<file path="config.mk">
export PLATFORM = sky130hd
export DESIGN_NAME = mma_weight_bank
export DESIGN_NICKNAME = d
export VERILOG_FILES = /design/src/mma_pkg.sv /design/src/mma_weight_bank.sv
export SDC_FILE = /design/constraint.sdc
export NUM_CORES = 1
export LEC_CHECK = 0
export ABC_AREA = 1
export BUFFER_PORTS_ARGS = -buffer_cell sky130_fd_sc_hd__buf_2
export CORE_MARGIN = 3
export CORE_UTILIZATION = 40
export CTS_CLUSTER_SIZE = 12
export DETAILED_ROUTE_END_ITERATION = 12
export PLACE_DENSITY_LB_ADDON = 0.12
export SYNTH_ARGS = -nofsm -noshare
export SYNTH_HDL_FRONTEND = slang
export SYNTH_SLANG_ARGS = --single-unit
</file>
<file path="constraint.sdc">
create_clock -name clk -period 1.8 [get_ports clk]
set_clock_uncertainty 0.1 [all_clocks]
set_input_delay 0 -clock clk [delete_from_list [all_inputs] [get_ports clk]]
set_output_delay 0 -clock clk [all_outputs]
set_load 0.02 [all_outputs]
</file>
<file path="src/mma_pkg.sv">
// lane count and widths are fixed here; adjusted elements assume zero-points within +/-128
`default_nettype none

package mma_pkg;

  // ====================
  // array geometry
  // ====================
  localparam int LANES = 4; // activation lanes == output channels

  // ====================
  // element widths
  // ====================
  localparam int IA_W    = 8;  // s8 activations
  localparam int W_W     = 8;  // s8 weights
  localparam int ADJ_W   = 10; // offset-adjusted element, guard bit included
  localparam int ACC_W   = 32; // accumulator, bias, zero-points
  localparam int PROD_W  = 64; // scaled product before the rounding shift
  localparam int SHIFT_W = 5;  // right shift 0..31
  localparam int OUT_W   = 8;  // s8 results

  // output saturation limits, held at accumulator width for the compare
  localparam logic signed [ACC_W-1:0] OUT_MAX = ACC_W'((1 << (OUT_W - 1)) - 1);
  localparam logic signed [ACC_W-1:0] OUT_MIN = ACC_W'(-(1 << (OUT_W - 1)));

  // ====================
  // shared types
  // ====================
  // row or lane index
  typedef logic [$clog2(LANES)-1:0] lane_t;

  // one vector of zero-point adjusted elements, element j belongs to lane j
  typedef logic signed [ADJ_W-1:0] adj_vec_t [LANES];

endpackage

`default_nettype wire
</file>
<file path="src/mma_weight_bank.sv">
// rhs_zp is folded in at write time, so rows must be reloaded after rhs_zp changes
`timescale 1ns/10ps
`default_nettype none

module mma_weight_bank
  import mma_pkg::*;
(
  input  wire                            clk,
  input  wire                            rst,
  input  wire                            w_load,       // one-cycle write strobe
  input  lane_t                          w_row,        // output channel being written
  input  logic signed [W_W-1:0]          w_data [LANES],
  input  logic signed [ACC_W-1:0]        w_bias,
  input  logic signed [ACC_W-1:0]        rhs_zp,
  output adj_vec_t                       w_adj [LANES], // row r feeds channel r
  output logic signed [ACC_W-1:0]        bias [LANES]
);

  // incoming row with the weight zero-point applied
  adj_vec_t                row_adj;
  logic signed [ACC_W-1:0] row_sum [LANES];

  always_comb begin
    for (int j = 0; j < LANES; j++) begin
      row_sum[j] = ACC_W'(w_data[j]) + rhs_zp; // s8 + s32, wraps
      row_adj[j] = ADJ_W'(row_sum[j]);          // fits once zp is in range
    end
  end

  // ====================
  // storage
  // ====================
  // every row is visible at once, the dot array reads them combinationally
  always_ff @(posedge clk) begin
    if (rst) begin
      for (int r = 0; r < LANES; r++) begin
        bias[r] <= '0;
        for (int j = 0; j < LANES; j++) begin
          w_adj[r][j] <= '0;
        end
      end
    end else if (w_load) begin
      bias[w_row] <= w_bias; // channel bias travels with its row
      for (int j = 0; j < LANES; j++) begin
        w_adj[w_row][j] <= row_adj[j];
      end
    end
  end

endmodule

`default_nettype wire

</file>
* Word-level counts from Yosys, hierarchy flattened
Index checks and enable logic that the tools add are counted.
** Storage, ports and cells
- Bits in registers :: 288
- Logic and storage cells :: 43
** Operators by class
- Add/subtract/negate cells :: 4
- Order comparisons :: 2
- Mux-type cells :: 15
- Bitwise gates (word level) :: 1
- Reduce and logical (&&, ||, !) cells :: 1
** Operator list (count)
- $bwmux W160 :: 4
- $demux W40 S2 :: 4
- $bwmux W128 :: 1
- $demux W32 S2 :: 1
- $add A8 B10 Y10 :: 4
- $mux W40 :: 1
- $mux W32 :: 1
- $mux W30 :: 1
- $mux W20 :: 1
- $mux W10 :: 1
- $ge A3 B3 Y1 const B :: 1
- $lt A3 B1 Y1 const B :: 1
- $not A2 Y3 :: 1
- $logic_and A1 B1 Y1 :: 1

* Longest topological paths before layout
Gate-level depths: netlist of the first run.
- Depth in word-level cells :: 9
- Depth in mapped cells :: 11
- Depth with buffers taken out :: 11

* Least setup slack after synthesis of the first run
OpenSTA, ideal clock, no wires.
- Kind :: input to register
- Start point :: input port w_data[16] (netlist bit)
- End point :: register w_adj[148] (netlist bit)
- Data arrival time :: 1.213 ns
- Setup slack :: 0.378 ns
- Stages on the path :: 9
- Buffers on the path :: 0
- Cells stage by stage :: ha_1 inv_1 fa_1 o21ai_1 nand2_1 nand3_1 nand3_1 nand2_1 inv_1
** On the way
- Longest elaborated chain between the ends :: 4
** RTL lines
- from (decl) :: line mma_weight_bank.sv:12 : input logic signed [W_W-1:0] w_data [LANES],
- $add A8 B10 Y10 :: line mma_weight_bank.sv:25 : row_sum[j] = ACC_W'(w_data[j]) + rhs_zp;
- $bwmux W160 (3 in a row) :: line mma_weight_bank.sv:45 : w_adj[w_row][j] <= row_adj[j];
- to (signal, indexed assignment) :: line mma_weight_bank.sv:45
- to (decl) :: line mma_weight_bank.sv:15 : output adj_vec_t w_adj [LANES],
Every way passes these cells.
A chain may end at the register's enable or synchronous reset.

* Worst setup path in the final report of the first run
- Start point :: input port rhs_zp[0]
- End point :: register w_adj[94] (netlist bit)
** On the way
- Longest elaborated chain between the ends :: 5
- Elaborated cells between the ends (all ways) :: 8
- Classes of those cells :: 4 x add/sub; 4 x mux
** RTL lines
- from (decl) :: line mma_weight_bank.sv:14 : input logic signed [ACC_W-1:0] rhs_zp,
- $add A8 B10 Y10 :: line mma_weight_bank.sv:25
- $bwmux W160 (3 in a row) :: line mma_weight_bank.sv:45
- $bwmux W160 (*) :: line mma_weight_bank.sv:45
Every way passes the cells marked *; elsewhere a longest branch is shown, timed or not.

==> flow_summary.yaml, run 1 <==
run_status:
  status: "complete, but fails checks"
  violations: "negative hold slack"
placed_design:
  post-place-ws_ns: -0.0293
  gp_congestion: 0.848
  place_hpwl_um: 28400
  portBuffers: 366
critical_path:
  worst-setup-path-type: "input port to flop"
  crit_slowest_cell: "dlygate4sd3_1"
  r2r_start: "w_adj[53]"
  crit_path_frequent_cell: "nand2_1"
  cp_top_family: "buffers and inverters"
  cp_num_buf_inv: 4
  rr_endpoint: "w_adj[53]"
  slowest_delay_ns: 0.57
  cp_max_fo: 4
  reg2regPathDepth: 3
  crit_path_start_kind: "input port"
  endpoint_kind: "flop"
  reg2reg_slack_ns: 0.96
  critPathRequiredTime_ns: 2.10
  cp_cell_sequence: "buf_2 > dlygate4sd3_1 > ha_2 > fa_2 > nand3_1 > nand2_1 > xor2_1 > buf_4 > nand2_1 > o211ai_1 > inv_1"
  crit_arrival_ns: 1.99
global_routing:
  grt_pass1_wl_um: 64300
  antenna_found_initial: 3
  grt_pass1_vias: 11500
  grtUsageTotal: 0.240
  gr-total-overflow: 0
  grt_max_degree: 102
cells_and_area:
  num-nets-final: 2198
  nFillCells: 2953
  final_cell_mix: "365 x buf_2, 357 x nor2_1, 288 x dfxtp_1"
  regArea_um2: 5770
  syn_to_final_growth_pct: 32.2
  multi_input_area_um2: 5450
  layout_commonest_cell: "buf_2"
  drive_above_1_share: 0.226
sta:
  period_minus_slack_ns: 1.69
  fin_setup_tns_ns: 0
  fmaxAchievable_mhz: 590
  worstMarginPinSlew_ns: 0.900
  finalHoldWorstSlack_ns: -0.0127
  maxSlewViolCount: 0
  finalCritPeriodShare: 0.941
  final.setup.worst_slack_ns: 0.106
  setup_violations: 0
  max_slew_margin: 0.399
  hold_violations: 2
floorplan:
  die_w_um: 181
  ios: 389
  num_rows: 63
  chipHeight_um: 181
  start_util: 0.409
  die_area_um2: 32700
  core_area_um2: 29900
synth:
  synth_warnings: 0
  netlist_area_um2: 12200
  syn-num-nets: 1808
  async_reset_ff_frac: 0
  synth-seq-cells: 288
  synthFlopType: "dfxtp_1"
  synth_edf_count: 0
  synthDistinctLibCells: 26
  syn_inst: 1667
  avgSynthCellArea_um2: 7.34
  yosysSeqAreaShare: 0.471
clock_tree:
  h-tree-depth: 2
  cts-buffers-inserted: 34
  clk_pin_slew_ns: 0.06
  postCtsSetupRepairBufs: 0
  cts_root_buffer: "clkbuf_16"
  cts_tree: "done"
  clock-sinks: 288
  clock_path_buffers: 3
  clock_latency_ns: 0.51
min_path:
  holdPathStages: 4
  holdCritStartpoint: "w_data[25]"
  whs_endpoint: "w_adj[31]"
  worstHoldPathType: "input port to flop"
route:
  drt_wl_total_um: 40900
  avgRoutedWirePerCell_um: 16.5
  dr.pass1.iters: 4
  initialDrtViolationCount: 676
  drc: 0
  routed-via-count: 12100
  avgViaCountPerCell: 4.89
  ant_nets: 0
power_and_ir_drop:
  p_leak_nw: 8.56
  power_density_nw_per_um2: 1020
  max-vdd-ir-drop_mv: 0.761
job:
  drv_cap: 0
==> worst max-delay path by stage <==
stage                          start  cells past startpoint  slack (ns)         end
final                      rhs_zp[0]                     11        0.11   w_adj[94]
after global routing       rhs_zp[0]                     11      -0.009   w_adj[14]
after CTS                 w_data[24]                     10       0.006   w_adj[74]
after detailed placement   rhs_zp[0]                     10       -0.03    w_adj[4]
after global placement     rhs_zp[0]                     10      0.0009   w_adj[84]
after floorplan           w_data[16]                      9        0.38  w_adj[148]
==> layout make-up <==
class,instances,area share
Sequential cell,288,0.357
Multi-Input combinational cell,1123,0.337
Timing Repair Buffer,446,0.166
Clock buffer,48,0.0621
Inverter,164,0.0387
Tap cell,390,0.0302
Clock inverter,13,0.00882
Antenna cell,2,0.000310
==> flip-flops by register name, indices dropped and copies added (netlist names) <==
register  count
w_adj       160
bias        128
==> worst reg2reg max path: cells and delay by family (launching register included) <==
kind / cells / cell delay, ns
buffers and inverters: 1 / 0.05
DFF: 1 / 0.31
AOI/OAI and AO/OA: 2 / 0.28
==> Yosys cell counts, types with 16 or more instances <==
cell type,count,area share
dfxtp_1,288,0.47
nand3_1,118,0.048
ha_1,36,0.037
nand2_1,276,0.085
buf_4,16,0.0098
buf_2,30,0.012
inv_1,159,0.049
o21ai_0,152,0.062
a21oi_1,77,0.032
o21a_1,44,0.027
nor2_1,357,0.11
clkbuf_1,39,0.012
==> report_power, final <==
group | switching [mW] | total [mW] | internal, mW
Sequential | 0.162 | 6.87 | 6.70
Combinational | 1.78 | 2.71 | 0.931
Clock | 2.77 | 6.97 | 4.20
Total | 4.71 | 16.5 | 11.8
==> cells by family (layout without fill, tap and decap cells) <==
family | Yosys count | count (layout) | synth area share
AOI/OAI and AO/OA | 306 | 306 | 0.139
xor gates and xnor gates | 16 | 16 | 0.0115
adders and majority gates | 40 | 40 | 0.0434
buffers and inverters | 256 | 671 | 0.0872
DFF | 288 | 288 | 0.471
other | 0 | 2 | 0
and+or+nand+nor | 761 | 761 | 0.247
==> through the flow <==
stage / power, mW / utilization / hold WS (ns) / cell area, um^2 / std cells
3_3_place_gp: 9.58 / 0.485 / 0.174 / 14500 / 2361
4_1_cts: 16.7 / 0.540 / 0.00760 / 16100 / 2472
3_5_place_dp: 9.60 / 0.485 / 0.176 / 14500 / 2361
6_report: 16.5 / 0.541 / -0.0127 / 16200 / 2474
2_1_floorplan: 8.60 / - / 0.0349 / 12200 / 1667
5_1_grt: 17.3 / 0.541 / 0.00749 / 16200 / 2474
==> repair_timing <==
item | CTS | global route
hold endpoints to repair | 190 | 0
gates resized for setup | 0 | 9
hold buffers | 50 | 0
endpoints found under the setup margin | 0 | 29
==> metal layers <==
metal / wire [um] / up-vias / share of wire / GRT usage
met3: 2950 / 72 / 0.072 / 0.0660
li1: - / 6084 / - / -
met5: 11 / - / 0.00027 / 0
met2: 18900 / 353 / 0.46 / 0.399
met1: 17600 / 5578 / 0.43 / 0.298
met4: 1460 / 2 / 0.036 / 0.0854
(Power assumes the default switching activity.)
==> run 2, diff against run 1 <==
- clock period: 1.8 -> 1.47 ns (I/O delays scaled with it)
==> run 2 against run 1 <==
The run now ends clean. Worst setup slack better by 0.012 ns. Register-to-register slack worse by 0.32 ns. Non-clock buffer count up 64. Via count up 1.6%. Clock power up 21%. Core utilization up 1.7 points. Wire length up 1.2%. Critical path type unchanged. Highest routed layer is now met4.
==> flow_summary.yaml, run 2 (synthesis results as in run 1) <==
placed_design:
  post-place-ws_ns: -0.325
  gp_congestion: 0.829
  place_hpwl_um: 29700
  portBuffers: 366
sta:
  period_minus_slack_ns: 1.35
  worstMarginPinSlew_ns: 0.550
  finalCritPeriodShare: 0.920
  setup_violations: 0
  final.setup.worst_slack_ns: 0.118
  maxSlewViolCount: 0
  hold_violations: 0
  rsz0062_at_grt: "false"
  max_slew_margin: 0.632
  fmaxAchievable_mhz: 740
critical_path:
  reg2reg_slack_ns: 0.64
  crit_arrival_ns: 1.71
  cp_max_fo: 33
  critPathRequiredTime_ns: 1.83
  worst-setup-path-type: "input port to flop"
  slowest_delay_ns: 0.56
  cp_cell_sequence: "dlygate4sd3_1 > buf_2 > nand2_1 > nor2_4 > buf_12 > buf_12 > nor2_1 > nor2_1 > o21ai_0 > inv_1"
  crit_path_start_kind: "input port"
  crit_slowest_cell: "dlygate4sd3_1"
  endpoint_kind: "flop"
global_routing:
  grt_busiest_layer: "met2"
  grt_max_degree: 62
  antenna_found_initial: 0
  grt_pass1_wl_um: 65600
  grtUsageTotal: 0.246
  met2_usage: 0.419
  gr-usage-met1: 0.305
  use_met3: 0.0670
  gr-total-overflow: 0
  grt_pass1_vias: 11800
run_status:
  status: "finished, final reports clean"
route:
  dr.pass1.iters: 5
  drc: 0
  avgRoutedWirePerCell_um: 16.3
  routed-via-count: 12300
  initialDrtViolationCount: 632
  avgViaCountPerCell: 4.85
  drt_wl_total_um: 41400
  ant_nets: 0
floorplan:
  ios: 389
  core_area_um2: 29900
  die_w_um: 181
  start_util: 0.409
  num_rows: 63
  chipHeight_um: 181
  die_area_um2: 32700
power_and_ir_drop:
  max-vdd-ir-drop_mv: 0.897
  power_density_nw_per_um2: 1220
  p_leak_nw: 8.89
cells_and_area:
  syn_to_final_growth_pct: 36.4
  nFillCells: 2927
  top_register: "w_adj"
  final_cell_mix: "365 x buf_2, 357 x nor2_1, 288 x dfxtp_1"
  largest_register_ffs: 160
  regArea_um2: 5770
  multi_input_area_um2: 5410
  top_regs: "w_adj: 160 flops, bias: 128 flops"
  layout_commonest_cell: "buf_2"
  num-nets-final: 2262
  drive_above_1_share: 0.246
  utilization: 0.558
job:
  drv_cap: 0
clock_tree:
  cts_root_buffer: "clkbuf_16"
  cts_tree: "done"
  h-tree-depth: 2
  clock_path_buffers: 3
  cts-buffers-inserted: 34
  clock-sinks: 288
  clock_latency_ns: 0.51
  clk_pin_slew_ns: 0.06
min_path:
  worstHoldPathType: "input port to flop"
[run 2: cell types whose count changed in the layout (fill, tap and decap cells not counted), moves of 2 or more]
cell	previous run	this run
dlygate4sd3_1	50	42
nand3_2	2	0
clkbuf_1	5	11
nand3_1	116	118
clkbuf_8	8	3
buf_4	21	83
inv_6	1	3
buf_12	10	20
fa_1	2	4
fa_2	2	0
clkinv_2	7	4
[run 2: layout make-up]
cell class,count,area share
clock buffer,49,0.0574
tap,390,0.0292
multi-input combinational,1123,0.324
inverter,164,0.0376
timing repair buffer,510,0.196
antenna,1,0.000150
clock inverter,11,0.00952
sequential,288,0.346
[run 2: worst max-delay path: cells and delay by family]
kind	cells	cell delay, ns
AND/OR/NAND/NOR	4	0.42
AO/OA/AOI/OAI	1	0.09
buffers and inverters	5	1.19
[run 2: per-layer routing]
metal,vias up,share of wire,wire [um]
met2,362,0.47,19500
met5,-,0,0
met3,56,0.073,3030
met1,5649,0.43,17700
met4,0,0.028,1170
li1,6221,-,-
[run 2: metrics by stage]
stage               TNS (ns)  hold slack, ns  std cells  area (um^2)  power (mW)
CTS                        0         0.00657       2535        16700        20.6
detailed placement    -15.79           0.179       2433        15100        12.0
floorplan                  0          0.0349       1667        12200        10.5
global route               0          0.0425       2535        16700        21.3
finish                     0          0.0122       2536        16700        20.4
global placement      -12.89           0.174       2433        15100        12.0
[run 2: path summary, 6_finish.rpt]
kind / startpoint / to / cells past startpoint
setup / recovery: w_row[0] / w_adj[103] / 10
setup reg to reg: w_adj[73] / w_adj[73] / 3
hold reg to reg: bias[41] / bias[41] / 2
hold / removal: w_data[25] / w_adj[111] / 4
[run 2: what timing repair did]
item,CTS,global route
buffers inserted,0,0
resized for setup,0,1
hold buffers,42,0
endpoints found under the hold margin,212,0
setup endpoints to repair,0,2
[run 2: power by group]
group	internal, mW	switching [mW]	leakage [nW]	total [mW]
sequential	8.21	0.198	2.35	8.41
clock	5.10	3.33	0.542	8.43
combinational	1.35	2.21	5.99	3.56
==> run 3, diff against run 2 <==
- BUFFER_PORTS_ARGS: -buffer_cell sky130_fd_sc_hd__buf_2 -> not set
- DONT_BUFFER_PORTS: not set -> 1
==> run 3 against run 2 <==
The run now ends with negative hold slack left. Largest cell class unchanged. Core utilization up 3.4 points. Sequential power up 7.1%. Hold slack worse by 0.29 ns. Design area up 6.2%. First-iteration DRC count up 1.3%. Sequential cell count unchanged.
==> flow_summary.yaml, run 3 (synthesis results as in run 1) <==
run_status:
  status: "complete, but fails checks"
  violations: "negative hold slack"
sta:
  finalHoldWorstSlack_ns: -0.274
  setup_violations: 0
  max_slew_margin: 0.457
  period_minus_slack_ns: 1.44
  finalCritPeriodShare: 0.980
  fmaxAchievable_mhz: 694
  hold_violations: 70
  worstMarginPinSlew_ns: 0.812
  maxSlewViolCount: 0
critical_path:
  crit_path_start_kind: "flop"
  endpoint_kind: "flop"
  cp_max_fo: 2
  critPathRequiredTime_ns: 1.89
  r2r_start: "bias[17]"
  cp-startpoint: "bias[17]"
  worst-setup-path-type: "flop to flop"
  crit_arrival_ns: 1.86
route:
  initialDrtViolationCount: 640
  avgViaCountPerCell: 5.14
  drt_wl_total_um: 48900
  wl_met1_um: 19000
  route.met2.wl_um: 23700
  avgRoutedWirePerCell_um: 20.1
  drc: 0
  routed-via-count: 12500
  ant_nets: 0
  dr.pass1.iters: 5
  met3_length_um: 4320
  highest_layer: "met4"
clock_tree:
  cts_tree: "done"
  clock_path_buffers: 3
  clock-sinks: 288
  h-tree-depth: 1
  cts_root_buffer: "clkbuf_16"
  clk_pin_slew_ns: 0.06
  clock_latency_ns: 0.57
  cts-buffers-inserted: 31
floorplan:
  num_rows: 63
  start_util: 0.409
  die_w_um: 181
  core_area_um2: 29900
  chipHeight_um: 181
  die_area_um2: 32700
  ios: 389
power_and_ir_drop:
  max-vdd-ir-drop_mv: 0.949
  totalPowerFinal_mw: 20.0
  p_leak_nw: 8.59
  power_density_nw_per_um2: 1130
global_routing:
  grt_pass1_wl_um: 73500
  grt_max_degree: 70
  grtUsageTotal: 0.280
  grt_pass1_vias: 12400
  antenna_found_initial: 0
  gr-total-overflow: 0
placed_design:
  postPlaceCellArea_um2: 13000
  gp_congestion: 0.824
  place_hpwl_um: 28100
  portBuffers: 0
cells_and_area:
  largest_register_ffs: 160
  syn_to_final_growth_pct: 44.8
  top_register: "w_adj"
  final_cell_mix: "354 x nor2_1, 299 x dlygate4sd3_1, 268 x nand2_1"
  layout_commonest_cell: "nor2_1"
  num-nets-final: 2159
  drive_above_1_share: 0.118
  top_regs: "w_adj: 160 flops, bias: 128 flops"
  design_area_um2: 17700
min_path:
  holdCritStartpoint: "w_load"
  worstHoldPathType: "input port to flop"
job:
  drv_cap: 0
[run 3: cell count changes in the layout (fill, tap and decap cells not counted), sizes merged]
| cell | delta |
|---|---|
| dlymetal6s4s | +25 |
| dlygate4sd3 | +257 |
| clkinvlp | -1 |
| clkinv | +1 |
| clkbuf | -9 |
| buf | -382 |
[run 3: critical path, stage by stage (launching register included)]
cell           delay, ns
dfxtp_1             0.44
o21ai_0             0.12
nor2_1              0.13
dlygate4sd3_1       0.59
[run 3: final timing paths]
check / endpoint / slack, ns / cells past startpoint
worst min-delay path: w_adj[54] / -0.27 / 4
worst max-delay path: bias[17] / 0.03 / 3
worst max register to register: bias[17] / 0.03 / 3
worst min register to register: w_adj[40] / 0.44 / 2
[run 3: stage by stage]
| stage | hold slack, ns | worst slack [ns] | std cells | utilization | TNS [ns] |
|---|---|---|---|---|---|
| 6_report | -0.274 | 0.0294 | 2427 | 0.593 | 0 |
| 2_1_floorplan | 0.0349 | 0.0476 | 1667 | - | 0 |
| 4_1_cts | -0.294 | 0.000553 | 2400 | 0.574 | 0 |
| 3_3_place_gp | -0.0203 | -0.158 | 2043 | 0.436 | -3.24 |
| 5_1_grt | -0.250 | -0.0312 | 2426 | 0.593 | -0.0841 |
| 3_5_place_dp | -0.0176 | -0.179 | 2043 | 0.436 | -4.77 |
[run 3: cell type report]
type,count,area [um^2]
well taps,390,488
diodes,1,2.50
clock buffers,40,840
flip-flops and latches,288,5860
fillers,2645,12200
clock inverters,11,149
inverters,164,631
repair buffers,410,4180
multi-input cells,1123,5560
[run 3: what timing repair did]
item,in CTS,in global routing
endpoints found under the hold margin,288,111
gates resized for setup,0,132
setup buffers,0,1
hold buffers,306,28
setup endpoints to repair,0,167
[run 3: report_power, final]
group | internal (mW) | switching (mW)
Clock | 4.52 | 3.29
Combinational | 1.50 | 1.70
Sequential | 8.23 | 0.775
[run 3: per-layer routing]
layer | track usage | up-vias
li1 | - | 6013
met1 | 0.326 | 5919
met2 | 0.484 | 444
met3 | 0.0860 | 109
met4 | 0.104 | 0
met5 | 0 | -
