**src/mma_pkg.sv**
```systemverilog
// lane count and widths are fixed here; adjusted elements assume zero-points within +/-128
`default_nettype none

package mma_pkg;

  // ====================
  // array geometry
  // ====================
  localparam int LANES = 4; // activation lanes == output channels

  // ====================
  // element widths
  // ====================
  localparam int IA_W    = 8;  // s8 activations
  localparam int W_W     = 8;  // s8 weights
  localparam int ADJ_W   = 10; // offset-adjusted element, guard bit included
  localparam int ACC_W   = 32; // accumulator, bias, zero-points
  localparam int PROD_W  = 64; // scaled product before the rounding shift
  localparam int SHIFT_W = 5;  // right shift 0..31
  localparam int OUT_W   = 8;  // s8 results

  // output saturation limits, held at accumulator width for the compare
  localparam logic signed [ACC_W-1:0] OUT_MAX = ACC_W'((1 << (OUT_W - 1)) - 1);
  localparam logic signed [ACC_W-1:0] OUT_MIN = ACC_W'(-(1 << (OUT_W - 1)));

  // ====================
  // shared types
  // ====================
  // row or lane index
  typedef logic [$clog2(LANES)-1:0] lane_t;

  // one vector of zero-point adjusted elements, element j belongs to lane j
  typedef logic signed [ADJ_W-1:0] adj_vec_t [LANES];

endpackage

`default_nettype wire
```
**src/mma_ia_stage.sv**
```systemverilog
// accepts one vector per cycle with no stall; lhs_zp must stay stable while vectors flow
`timescale 1ns/10ps
`default_nettype none

module mma_ia_stage
  import mma_pkg::*;
(
  input  wire                     clk,
  input  wire                     rst,
  input  wire                     ia_valid,        // one strobe per vector
  input  logic signed [IA_W-1:0]  ia_data [LANES],
  input  logic signed [ACC_W-1:0] lhs_zp,
  output logic                    adj_valid,
  output adj_vec_t                adj_data
);

  adj_vec_t                ia_adj;
  logic signed [ACC_W-1:0] ia_sum [LANES];

  // activation zero-point, added per lane
  always_comb begin
    for (int j = 0; j < LANES; j++) begin
      ia_sum[j] = ACC_W'(ia_data[j]) + lhs_zp;
      ia_adj[j] = ADJ_W'(ia_sum[j]); // drop the unused upper bits
    end
  end

  // ====================
  // first pipeline register
  // ====================
  always_ff @(posedge clk) begin
    if (rst) begin
      adj_valid <= 1'b0;
    end else begin
      adj_valid <= ia_valid;
    end
  end

  // data only moves on a valid vector
  always_ff @(posedge clk) begin
    if (ia_valid) begin
      for (int j = 0; j < LANES; j++) begin
        adj_data[j] <= ia_adj[j];
      end
    end
  end

endmodule

`default_nettype wire

```
**config.mk**
```make
export PLATFORM = sky130hd
export DESIGN_NAME = mma_ia_stage
export DESIGN_NICKNAME = d
export VERILOG_FILES = /design/src/mma_pkg.sv /design/src/mma_ia_stage.sv
export SDC_FILE = /design/constraint.sdc
export NUM_CORES = 1
export LEC_CHECK = 0
export BUFFER_PORTS_ARGS = -buffer_cell sky130_fd_sc_hd__buf_4
export CORE_UTILIZATION = 30
export DETAILED_ROUTE_END_ITERATION = 8
export SYNTH_ARGS = -nofsm -noshare
export SYNTH_HDL_FRONTEND = slang
export SYNTH_SLANG_ARGS = --single-unit
```
**constraint.sdc**
```tcl
create_clock -name clk -period 4.18 [get_ports clk]
set_clock_uncertainty 0.1 [all_clocks]
set_input_delay 0.418 -clock clk [delete_from_list [all_inputs] [get_ports clk]]
set_output_delay 0.418 -clock clk [all_outputs]
set_load 0.005 [all_outputs]
```
# Word level (Yosys, flattened, before mapping)
# Index checks and enable logic that the tools add are counted.
totals:
  word_cells: 9
  input_bits: 67
  register_bits: 41
  output_inout_bits: 41
op_classes:
  n_addsub: 4
ops:
  columns: ["cell", "n"]
  rows:
  - ["$add A8 B10 Y10", 4]

# Logic depth before layout (Yosys ltp)
# Gate-level depths: netlist of the first run.
logic_depth:
  depth_word: 1
  mapped_depth: 8

# Least setup slack after synthesis of the first run
# OpenSTA, ideal clock, no wires.
synth_timing:
  path_type: "in2reg"
  start: "in ia_data[28] (netlist bit)"
  end: "reg adj_data[39] (netlist bit), data pin"
  arrival_ps: 1678
  path_stages: 6
  setup_ps: 260
  setup_slack_ps: 2143
  n_path_buf: 0
  path_cell_list: "ha_1 -> and3_4 -> a2111oi_4 -> o21ai_1 -> a21oi_1 -> xnor2_1"
synth_rtl:
  columns: ["item", "line", "rtl"]
  rows:
  - ["from (decl)", "mma_ia_stage.sv:11", "input logic signed [IA_W-1:0] ia_data [LANES],"]
  - ["to (signal, indexed assignment)", "mma_ia_stage.sv:43", "adj_data[j] <= ia_adj[j];"]
  - ["to (decl)", "mma_ia_stage.sv:14", "output adj_vec_t adj_data"]

==> results of run 1 <==
per-layer routing:
layer | vias to the layer above | share of wire [%]
met5 | - | 0
met4 | 0 | 0.76
met3 | 4 | 4.8
met2 | 51 | 49
met1 | 920 | 46
li1 | 1055 | -
power breakdown:
group	total [W]	internal [W]	leakage (nW)	switching, W
combinational	0.000375	0.000206	1.16	0.000169
clock	0.000258	0.000119	0.0395	0.000139
sequential	0.000554	0.000535	0.400	0.0000191
layout make-up:
type	count	area [um^2]
Clock buffer	8	80.1
Sequential cell	41	1220
Timing Repair Buffer	85	638
Inverter	16	60.1
Fill cell	887	5190
Multi-Input combinational cell	177	1480
Tap cell	108	135
cells in the final DEF, fill, tap and decap left out, types with 3 or more instances in the layout:
| cell | n |
|---|---|
| sky130_fd_sc_hd__a21o_1 | 11 |
| sky130_fd_sc_hd__a21oi_1 | 17 |
| sky130_fd_sc_hd__buf_4 | 85 |
| sky130_fd_sc_hd__clkbuf_1 | 3 |
| sky130_fd_sc_hd__clkbuf_8 | 5 |
| sky130_fd_sc_hd__edfxtp_1 | 40 |
| sky130_fd_sc_hd__fa_1 | 4 |
| sky130_fd_sc_hd__ha_1 | 36 |
| sky130_fd_sc_hd__inv_1 | 16 |
| sky130_fd_sc_hd__nand2_1 | 6 |
| sky130_fd_sc_hd__nand3_1 | 12 |
| sky130_fd_sc_hd__nor2_1 | 16 |
| sky130_fd_sc_hd__nor2b_1 | 6 |
| sky130_fd_sc_hd__nor3_1 | 3 |
| sky130_fd_sc_hd__o2111ai_1 | 5 |
| sky130_fd_sc_hd__o21a_1 | 3 |
| sky130_fd_sc_hd__o41ai_1 | 3 |
| sky130_fd_sc_hd__xnor2_1 | 29 |
| sky130_fd_sc_hd__xor2_1 | 7 |
through the flow:
| stage | total power (W) | hold slack [ns] |
|---|---|---|
| 2_1_floorplan | 0.000763 | 0.390 |
| 3_3_place_gp | 0.000935 | 0.479 |
| 3_5_place_dp | 0.000944 | 0.481 |
| 4_1_cts | 0.00121 | 0.166 |
| 5_1_grt | 0.00126 | 0.162 |
| 6_report | 0.00119 | 0.169 |
cells by family after synthesis:
group                    count (synthesis)  share of synthesized area (%)
XOR/XNOR                                36                           11.4
AND/OR/NAND/NOR                         51                           9.11
AO/OA/AOI/OAI                           50                           13.9
adder cells (fa/ha/maj)                 40                           19.2
flip-flops                              41                           44.2
buffers and inverters                   16                           2.17
how the worst max path moves through the flow:
stage	from	to	slack, ns
floorplan	ia_data[28]	adj_data[39]	2.14
global placement	lhs_zp[4]	adj_data[39]	1.86
detailed placement	lhs_zp[1]	adj_data[8]	1.79
CTS	lhs_zp[1]	adj_data[8]	2.13
global route	lhs_zp[1]	adj_data[8]	1.99
finish	lhs_zp[1]	adj_data[8]	2.16
registers in the layout, indices dropped and copies added, names as in the netlist:
register and cells:
adj_valid 1, adj_data 40
==> impl_metrics.ini, run 1 <==
[outcome]
outcome = complete, but fails checks
violations = DRC

[place]
hpwl_um = 4880
placement.setup.worst_slack_ns = 1.79
numPlacedInstances = 427
postPlaceCellArea_mm2 = 0.00353
port_buffers = 85
gp_congestion = 0.770

[global_routing]
wire_length_of_the_first_global_routing_pass_um = 9560
gr-usage-met3_pct = 3.08
global_route.usage.met1_pct = 16.1
grt_remaining_overflow = 0
gr_peak_layer = met2
grt_use_total_pct = 12.9
grt_start_max_net_pins = 42
grt_util_met2_pct = 22.2
grt_antenna_before_repair = 0
vias_in_the_first_global_route = 1965

[sta]
report.final.slew_viol_count = 0
timing.final.ws_setup_ns = 2.16
timing.final.crit_period_ns = 2.02
tightestPinTransition_ns = 0.534
clock.fmax_ghz = 0.494
grt_setup_unrepaired = no
post-route-period-util_pct = 48.4
finalSetupViolations = 0
timing_hold_violations_final = 0
slew-limit-headroom_pct = 64.4
fin_tns_setup_ns = 0

[cts]
cts_sinks = 41
clock_tree_from_tritoncts = yes
post_cts_resized = 0
post_cts_hold_buffer_count = 0
cts_buffers = 5
htree_num_levels = 2
clk_path_buf_depth = 2
worst_setup_hold_path_clk_slew_ns = 0.08
cts-root-buf = sky130_fd_sc_hd__clkbuf_8
cts_post_setup_buffers_inserted = 0

[power]
pwr_density_cell_mw_per_mm2 = 328
p_leak_nw = 1.60
worst_ir_drop_vdd_mv = 0.143

[floorplan]
die_width_um = 97.9
placement_rows = 34
floorplan.die.height_um = 97.9
initial_utilization_pct = 31.4
core-area_mm2 = 0.00881
design.die.area_mm2 = 0.00959
io_pins = 108

[finish]
postLayoutCellArea_mm2 = 0.00361
layout-area-overhead-vs-synth_pct = 30.9
nets = 433
post_route_cells_drive_above_1_share_pct = 29.1
antenna_cells = 0
post-route-util_pct = 41.0
finalNonFillerCells = 435

[worst_setup_path]
cp_data_arrival_time_ns = 1.96
critical_path.endpoint_type = flop
critical-path-slowest-cell = sky130_fd_sc_hd__o41ai_1
start_kind = input pin
worst-path-stages = 8
cp_cell_sequence = buf_4 > inv_1 > fa_1 > nor2b_1 > o2111ai_1 > nand3_1 > o41ai_1 > xnor2_1
max_fo_critical_path = 5
critical-path-max-stage-delay_ns = 0.42
critPathRequiredTime_ns = 4.12
crit_path_buffers_inverters = 2
critical-path-top-delay-family = compound AO/OA/AOI/OAI gates
worstSetupPathType = input pin to flop

[synth]
synthesized_netlist_cell_count = 234
synth_nets = 341
synth_top_cells_by_area = sky130_fd_sc_hd__edfxtp_1, sky130_fd_sc_hd__ha_1, sky130_fd_sc_hd__xnor2_1
yosys_register_bits = 41
synth_edf_count = 40
ys.flop_type = sky130_fd_sc_hd__edfxtp_1
synth_largest_area_cell = sky130_fd_sc_hd__edfxtp_1
yosysMostFrequentCell = sky130_fd_sc_hd__edfxtp_1
synth_top_cell_area_share_pct = 43.5
async_set_or_reset_flop_fraction_in_the_synthesized_netlist_pct = 0
synthesis.area_mm2 = 0.00276
synth_area_per_cell_um2 = 11.8
seq_area_frac_synth_pct = 44.2
synth.lib_cells_used.distinct = 30
synth.top_cells.by_count = sky130_fd_sc_hd__edfxtp_1, sky130_fd_sc_hd__ha_1, sky130_fd_sc_hd__xnor2_1, sky130_fd_sc_hd__a21oi_1
count_of_synthesis_stage_warnings_from_yosys = 0

[route]
detailed_route_vias_per_instance = 4.67
post_drt_wl_per_cell_um = 13.9
first_pass_iters = 6
wirelength_um = 6050
remaining_drc_errors = 7
routed-via-count = 2030
ant_nets = 0
detail_route.iter0.violations = 76

[run]
max-cap-violations = 0

[hold_path]
hold_path.class = input pin to flop
holdCritStartpoint = rst
min_delay_worst_endpoint = adj_valid
hold_depth = 2
Note: power is estimated with default switching activity, not from simulation.
==> run 2, diff against run 1 <==
Clock period 4.18 ns to 1.8 ns, I/O delays scaled along.
==> run 2 against run 1 <==
Against the previous run:
- the run still ends with DRC left
- first-iteration DRC count shrank 50%
- sequential share of layout area shrank 3.0 points
- final cell count grew 9.9%
- clock power grew 130%
- final area grew 9.7%
- core utilization grew 4.0 points
- count of clock-buffer cells in the layout is the same
- flip-flop and latch count is the same
- sequential power grew 130%
- non-clock buffer count grew 43
- combinational power grew to 2.7 times the previous value
- critical path depth shrank 1
- critical path type unchanged
- largest cell class unchanged
- largest power group unchanged
==> impl_metrics.ini, run 2 (synthesis gave the netlist of run 1 again) <==
[worst_setup_path]
critPathRequiredTime_ns = 1.75
critical_path.startpoint = lhs_zp[4]
critical_path.endpoint_type = flop
cp_data_arrival_time_ns = 1.67
max_fo_critical_path = 5
start_kind = input pin
crit_end = adj_data[37]
worstSetupPathType = input pin to flop

[floorplan]
placement_rows = 34
initial_utilization_pct = 31.4
core-area_mm2 = 0.00881
design.die.area_mm2 = 0.00959
die_width_um = 97.9
io_pins = 108
floorplan.die.height_um = 97.9

[finish]
finalNonFillerCells = 478
layout_common_cells = sky130_fd_sc_hd__buf_4, sky130_fd_sc_hd__edfxtp_1, sky130_fd_sc_hd__ha_1
post-route-util_pct = 45.0
largest_register_ff_count = 40
largest_register_by_flop_count = adj_data
mostFrequentLayoutCell = sky130_fd_sc_hd__buf_4
nets = 476
biggestRegsByFlops = adj_data (40), adj_valid (1)
antenna_cells = 0
layout-area-overhead-vs-synth_pct = 43.6
post_route_cells_drive_above_1_share_pct = 38.4

[global_routing]
wire_length_of_the_first_global_routing_pass_um = 10400
grt_use_total_pct = 13.9
grt_start_max_net_pins = 42
grt_remaining_overflow = 0
grt_antenna_before_repair = 0
vias_in_the_first_global_route = 2161

[place]
gp_congestion = 0.791
port_buffers = 85
hpwl_um = 5130
placement.setup.worst_slack_ns = -0.234
numPlacedInstances = 468

[cts]
cts_sinks = 41
clock_tree_from_tritoncts = yes
clk_path_buf_depth = 2
cts-root-buf = sky130_fd_sc_hd__clkbuf_8
cts_buffers = 5
worst_setup_hold_path_clk_slew_ns = 0.08
htree_num_levels = 2

[sta]
report.final.slew_viol_count = 0
timing.final.ws_setup_ns = 0.0807
fin_tns_setup_ns = 0
grt_setup_unrepaired = no
slew-limit-headroom_pct = 62.5
post-route-period-util_pct = 95.5
timing_hold_violations_final = 0
hold_ws_ns = 0.0911
finalSetupViolations = 0
tightestPinTransition_ns = 0.562
timing.final.crit_period_ns = 1.72
clock.fmax_ghz = 0.582

[hold_path]
hold_depth = 2
hold_path.class = input pin to flop

[power]
p_leak_nw = 1.82
pwr_density_cell_mw_per_mm2 = 729
worst_ir_drop_vdd_mv = 0.273

[route]
detail_route.iter0.violations = 38
ant_nets = 0
first_pass_iters = 6
post_drt_wl_per_cell_um = 13.5
detailed_route_vias_per_instance = 4.64
routed-via-count = 2217
wirelength_um = 6450
remaining_drc_errors = 8

[outcome]
outcome = complete, but fails checks
violations = DRC

[run]
max-cap-violations = 0
## run 2: cell types whose count changed in the layout (fill, tap and decap cells not counted)
cell / previous run / this run
sky130_fd_sc_hd__nor2b_1: 6 / 5
sky130_fd_sc_hd__a21oi_1: 17 / 15
sky130_fd_sc_hd__o41ai_2: 0 / 2
sky130_fd_sc_hd__nor2b_2: 0 / 1
sky130_fd_sc_hd__a21oi_2: 0 / 2
sky130_fd_sc_hd__dlygate4sd3_1: 0 / 1
sky130_fd_sc_hd__buf_4: 85 / 127
sky130_fd_sc_hd__o41ai_1: 3 / 1
## run 2: how the worst min path moves through the flow
stage / slack (ns) / from / end
after floorplan: 0.15 / rst / adj_valid
after global placement: 0.24 / rst / adj_valid
after detailed placement: 0.24 / rst / adj_valid
after CTS: 0.08 / ia_data[8] / adj_data[10]
after global routing: 0.08 / ia_data[0] / adj_data[0]
final: 0.09 / ia_data[0] / adj_data[0]
## run 2: through the flow
stage               total power, W  area [um^2]
global placement           0.00230         3840
detailed placement         0.00231         3840
CTS                        0.00292         3930
floorplan                  0.00177         2760
finish                     0.00289         3970
global route               0.00308         3970
## run 2: critical path, stage by stage
cell	delay, ns
sky130_fd_sc_hd__buf_4	0.13
sky130_fd_sc_hd__ha_1	0.33
sky130_fd_sc_hd__and3_2	0.25
sky130_fd_sc_hd__a2111oi_4	0.42
sky130_fd_sc_hd__o21bai_1	0.10
sky130_fd_sc_hd__a21oi_1	0.17
sky130_fd_sc_hd__xnor2_1	0.08
## run 2: timing repair
item / in CTS / in global routing
resized for setup: 0 / 5
endpoints found under the hold margin: 1 / 0
hold buffers: 1 / 0
setup endpoints to repair: 0 / 5
setup buffers: 0 / 1
## run 2: cell type report
| type | count | area [um^2] |
|---|---|---|
| Clock buffer | 8 | 80.1 |
| Timing Repair Buffer | 128 | 963 |
| Tap cell | 108 | 135 |
| Multi-Input combinational cell | 177 | 1510 |
| Sequential cell | 41 | 1220 |
| Inverter | 16 | 60.1 |
| Fill cell | 829 | 4840 |
## run 2: per-layer routing
layer	wire length [um]	GRT usage (%)	vias to the layer above
met5	0	0	-
met3	300	2.86	10
met2	3050	23.3	64
met4	95	3.73	0
met1	3010	18.2	1010
li1	-	-	1133
## run 2: where the power goes
group | total, W | switching, W | internal (W) | leakage, nW
combinational | 0.00100 | 0.000420 | 0.000582 | 1.38
clock | 0.000598 | 0.000321 | 0.000276 | 0.0395
sequential | 0.00129 | 0.0000477 | 0.00124 | 0.400
total | 0.00289 | 0.000789 | 0.00210 | 1.82
==> run 3, diff against run 2 <==
Settings changed: ABC_AREA set to 1.
Clock period 1.8 ns to 1.6 ns, I/O delays scaled along.
==> run 3 against run 2 <==
Against the previous run:
- the flow now finishes without violations
- sequential power rose by 10%
- non-clock buffer count fell by 24
- final area rose by 4.9%
- final cell count rose by 31%
- worst setup slack improved by 0.094 ns
- count of clock-buffer cells in the layout fell by 1
- combinational power rose by 8%
- critical path depth rose by 1
==> impl_metrics.ini, run 3 <==
[finish]
layout_common_cells = sky130_fd_sc_hd__nand2_1, sky130_fd_sc_hd__buf_4, sky130_fd_sc_hd__inv_1
largest_register_by_flop_count = adj_data
layout.filler_cells = 1028
biggestRegsByFlops = adj_data (40), adj_valid (1)
post_route_cells_drive_above_1_share_pct = 24.2
layout-area-overhead-vs-synth_pct = 34.4
finalNonFillerCells = 625
antenna_cells = 0
nets = 598
mostFrequentLayoutCell = sky130_fd_sc_hd__nand2_1
largest_register_ff_count = 40

[outcome]
outcome = complete, no violations

[global_routing]
grt_remaining_overflow = 0
grt_start_max_net_pins = 29
wire_length_of_the_first_global_routing_pass_um = 12100
vias_in_the_first_global_route = 2595
grt_antenna_before_repair = 0
grt_use_total_pct = 14.5

[power]
report.power.total_w = 0.00325
worst_ir_drop_vdd_mv = 0.369
pwr_density_cell_mw_per_mm2 = 782
p_leak_nw = 2.19

[worst_setup_path]
critical-path-slowest-cell = sky130_fd_sc_hd__fa_1
cp_cell_sequence = buf_4 > ha_1 > inv_1 > fa_1 > o21ai_2 > nand2_1 > nand3_1 > nand2_1
critPathRequiredTime_ns = 1.55
critical-path-max-stage-delay_ns = 0.40
worstSetupPathType = input pin to flop
start_kind = input pin
cp_data_arrival_time_ns = 1.37
critical_path.startpoint = lhs_zp[0]
crit_end = adj_data[6]
most_prevalent_standard_cell_on_the_critical_path = sky130_fd_sc_hd__nand2_1
critical_path.endpoint_type = flop
max_fo_critical_path = 4

[cts]
cts_buffers = 5
htree_num_levels = 2
clock_tree_from_tritoncts = yes
cts_post_setup_buffers_inserted = 0
cts_sinks = 41
worst_setup_hold_path_clk_slew_ns = 0.08
cts-root-buf = sky130_fd_sc_hd__clkbuf_8
clk_path_buf_depth = 2

[place]
port_buffers = 85
gp_congestion = 0.822
numPlacedInstances = 616
placement.setup.worst_slack_ns = -0.147
hpwl_um = 5960

[synth]
yosys_register_bits = 41
synthesized_netlist_cell_count = 380
yosys.area_share.xor_xnor_pct = 5.66
count_of_synthesis_stage_warnings_from_yosys = 0
synth_nets = 487
post_synth_mux_area_share_pct = 0
synth_top_cells_by_area = sky130_fd_sc_hd__edfxtp_1, sky130_fd_sc_hd__nand2_1, sky130_fd_sc_hd__ha_1
seq_area_frac_synth_pct = 39.5
synth.lib_cells_used.distinct = 15
synth_adder_area_share_pct = 17.1
ys.flop_type = sky130_fd_sc_hd__edfxtp_1
async_set_or_reset_flop_fraction_in_the_synthesized_netlist_pct = 0
synth_top_cell_area_share_pct = 38.8
synth_edf_count = 40
yosysMostFrequentCell = sky130_fd_sc_hd__nand2_1
synth.top_cells.by_count = sky130_fd_sc_hd__nand2_1, sky130_fd_sc_hd__inv_1, sky130_fd_sc_hd__edfxtp_1, sky130_fd_sc_hd__ha_1, sky130_fd_sc_hd__nor2_1
synth_largest_area_cell = sky130_fd_sc_hd__edfxtp_1
synth_top_family_by_area = simple AND/OR/NAND/NOR gates
synth-simple-area-share_pct = 25.5
synthesis.area_mm2 = 0.00309
synth-compound-area-share_pct = 4.69
synth_area_per_cell_um2 = 8.14

[sta]
timing_hold_violations_final = 0
report.final.slew_viol_count = 0
clock.fmax_ghz = 0.702
grt_setup_unrepaired = no
slew-limit-headroom_pct = 81.7
fin_tns_setup_ns = 0
post-route-period-util_pct = 89.1
timing.final.crit_period_ns = 1.42
timing.final.ws_setup_ns = 0.175
finalSetupViolations = 0
tightestPinTransition_ns = 0.274

[run]
max-cap-violations = 0

[floorplan]
io_pins = 108
design.die.area_mm2 = 0.0107
core-area_mm2 = 0.00986
initial_utilization_pct = 31.4
floorplan.die.height_um = 104
die_width_um = 104
placement_rows = 36

[route]
post_drt_wl_per_cell_um = 11.8
remaining_drc_errors = 0
ant_nets = 0
detailed_route_vias_per_instance = 4.28
routed-via-count = 2678
first_pass_iters = 4
wirelength_um = 7400
detail_route.iter0.violations = 46

[hold_path]
hold_path.class = input pin to flop
-- run 3: cell types whose count changed in the layout (fill, tap and decap cells not counted), moves of 9 or more --
cell / previous run / this run
sky130_fd_sc_hd__a21o_1: 11 / 0
sky130_fd_sc_hd__nand3_1: 12 / 24
sky130_fd_sc_hd__xnor2_1: 29 / 4
sky130_fd_sc_hd__xor2_1: 7 / 16
sky130_fd_sc_hd__nor2_1: 16 / 25
sky130_fd_sc_hd__nand2_1: 6 / 136
sky130_fd_sc_hd__inv_1: 16 / 62
sky130_fd_sc_hd__buf_4: 127 / 102
-- run 3: power breakdown --
group	switching, W	internal, W	leakage [nW]
Sequential	0.0000408	0.00138	0.399
Combinational	0.000536	0.000539	1.74
Clock	0.000369	0.000391	0.0542
-- run 3: logic make-up after synthesis --
logic type,count (synthesis)
AO/OA/AOI/OAI,24
adder cells (fa/ha/maj),40
buffers and inverters,62
AND/OR/NAND/NOR,193
flip-flops,41
XOR/XNOR,20
-- run 3: worst min path at each step --
stage | from | endpoint | slack (ns) | cells after the start
floorplan | rst | adj_valid | 0.13 | 1
global placement | rst | adj_valid | 0.22 | 2
detailed placement | rst | adj_valid | 0.22 | 2
CTS | ia_data[8] | adj_data[10] | 0.05 | 2
global route | ia_data[8] | adj_data[10] | 0.06 | 2
finish | ia_data[8] | adj_data[10] | 0.06 | 2
-- run 3: metrics by stage --
stage | utilization [%] | cell area (um^2) | hold slack [ns]
CTS | 42.1 | 4160 | 0.0489
detailed placement | 41.0 | 4050 | 0.222
global route | 42.1 | 4160 | 0.0621
finish | 42.1 | 4160 | 0.0617
floorplan | - | 3090 | 0.131
global placement | 41.0 | 4050 | 0.220
-- run 3: worst max-delay path: cells and delay by family --
family / cells / cell delay [ns]
simple gates: 3 / 0.23
buf+inv: 2 / 0.18
compound gates: 1 / 0.22
fa+ha+maj: 2 / 0.58
-- run 3: routing by layer --
layer,track usage [%],share of wire (%)
met5,0,0
met4,3.52,0.68
met3,3.15,4.7
met2,24.8,46
met1,18.6,48
-- run 3: timing repair --
item / CTS / global route
endpoints found under the hold margin: 1 / 0
hold buffers: 1 / 0
setup endpoints to repair: 0 / 0
resized for setup: 0 / 0
-- run 3: layout make-up --
class,instances,area [um^2],area share [%]
Multi-Input combinational cell,277,1640,39.5
Sequential cell,41,1220,29.4
Timing Repair Buffer,104,796,19.1
Inverter,62,233,5.60
Tap cell,133,166,4.00
Clock buffer,7,96.3,2.32
Clock inverter,1,5.00,0.120
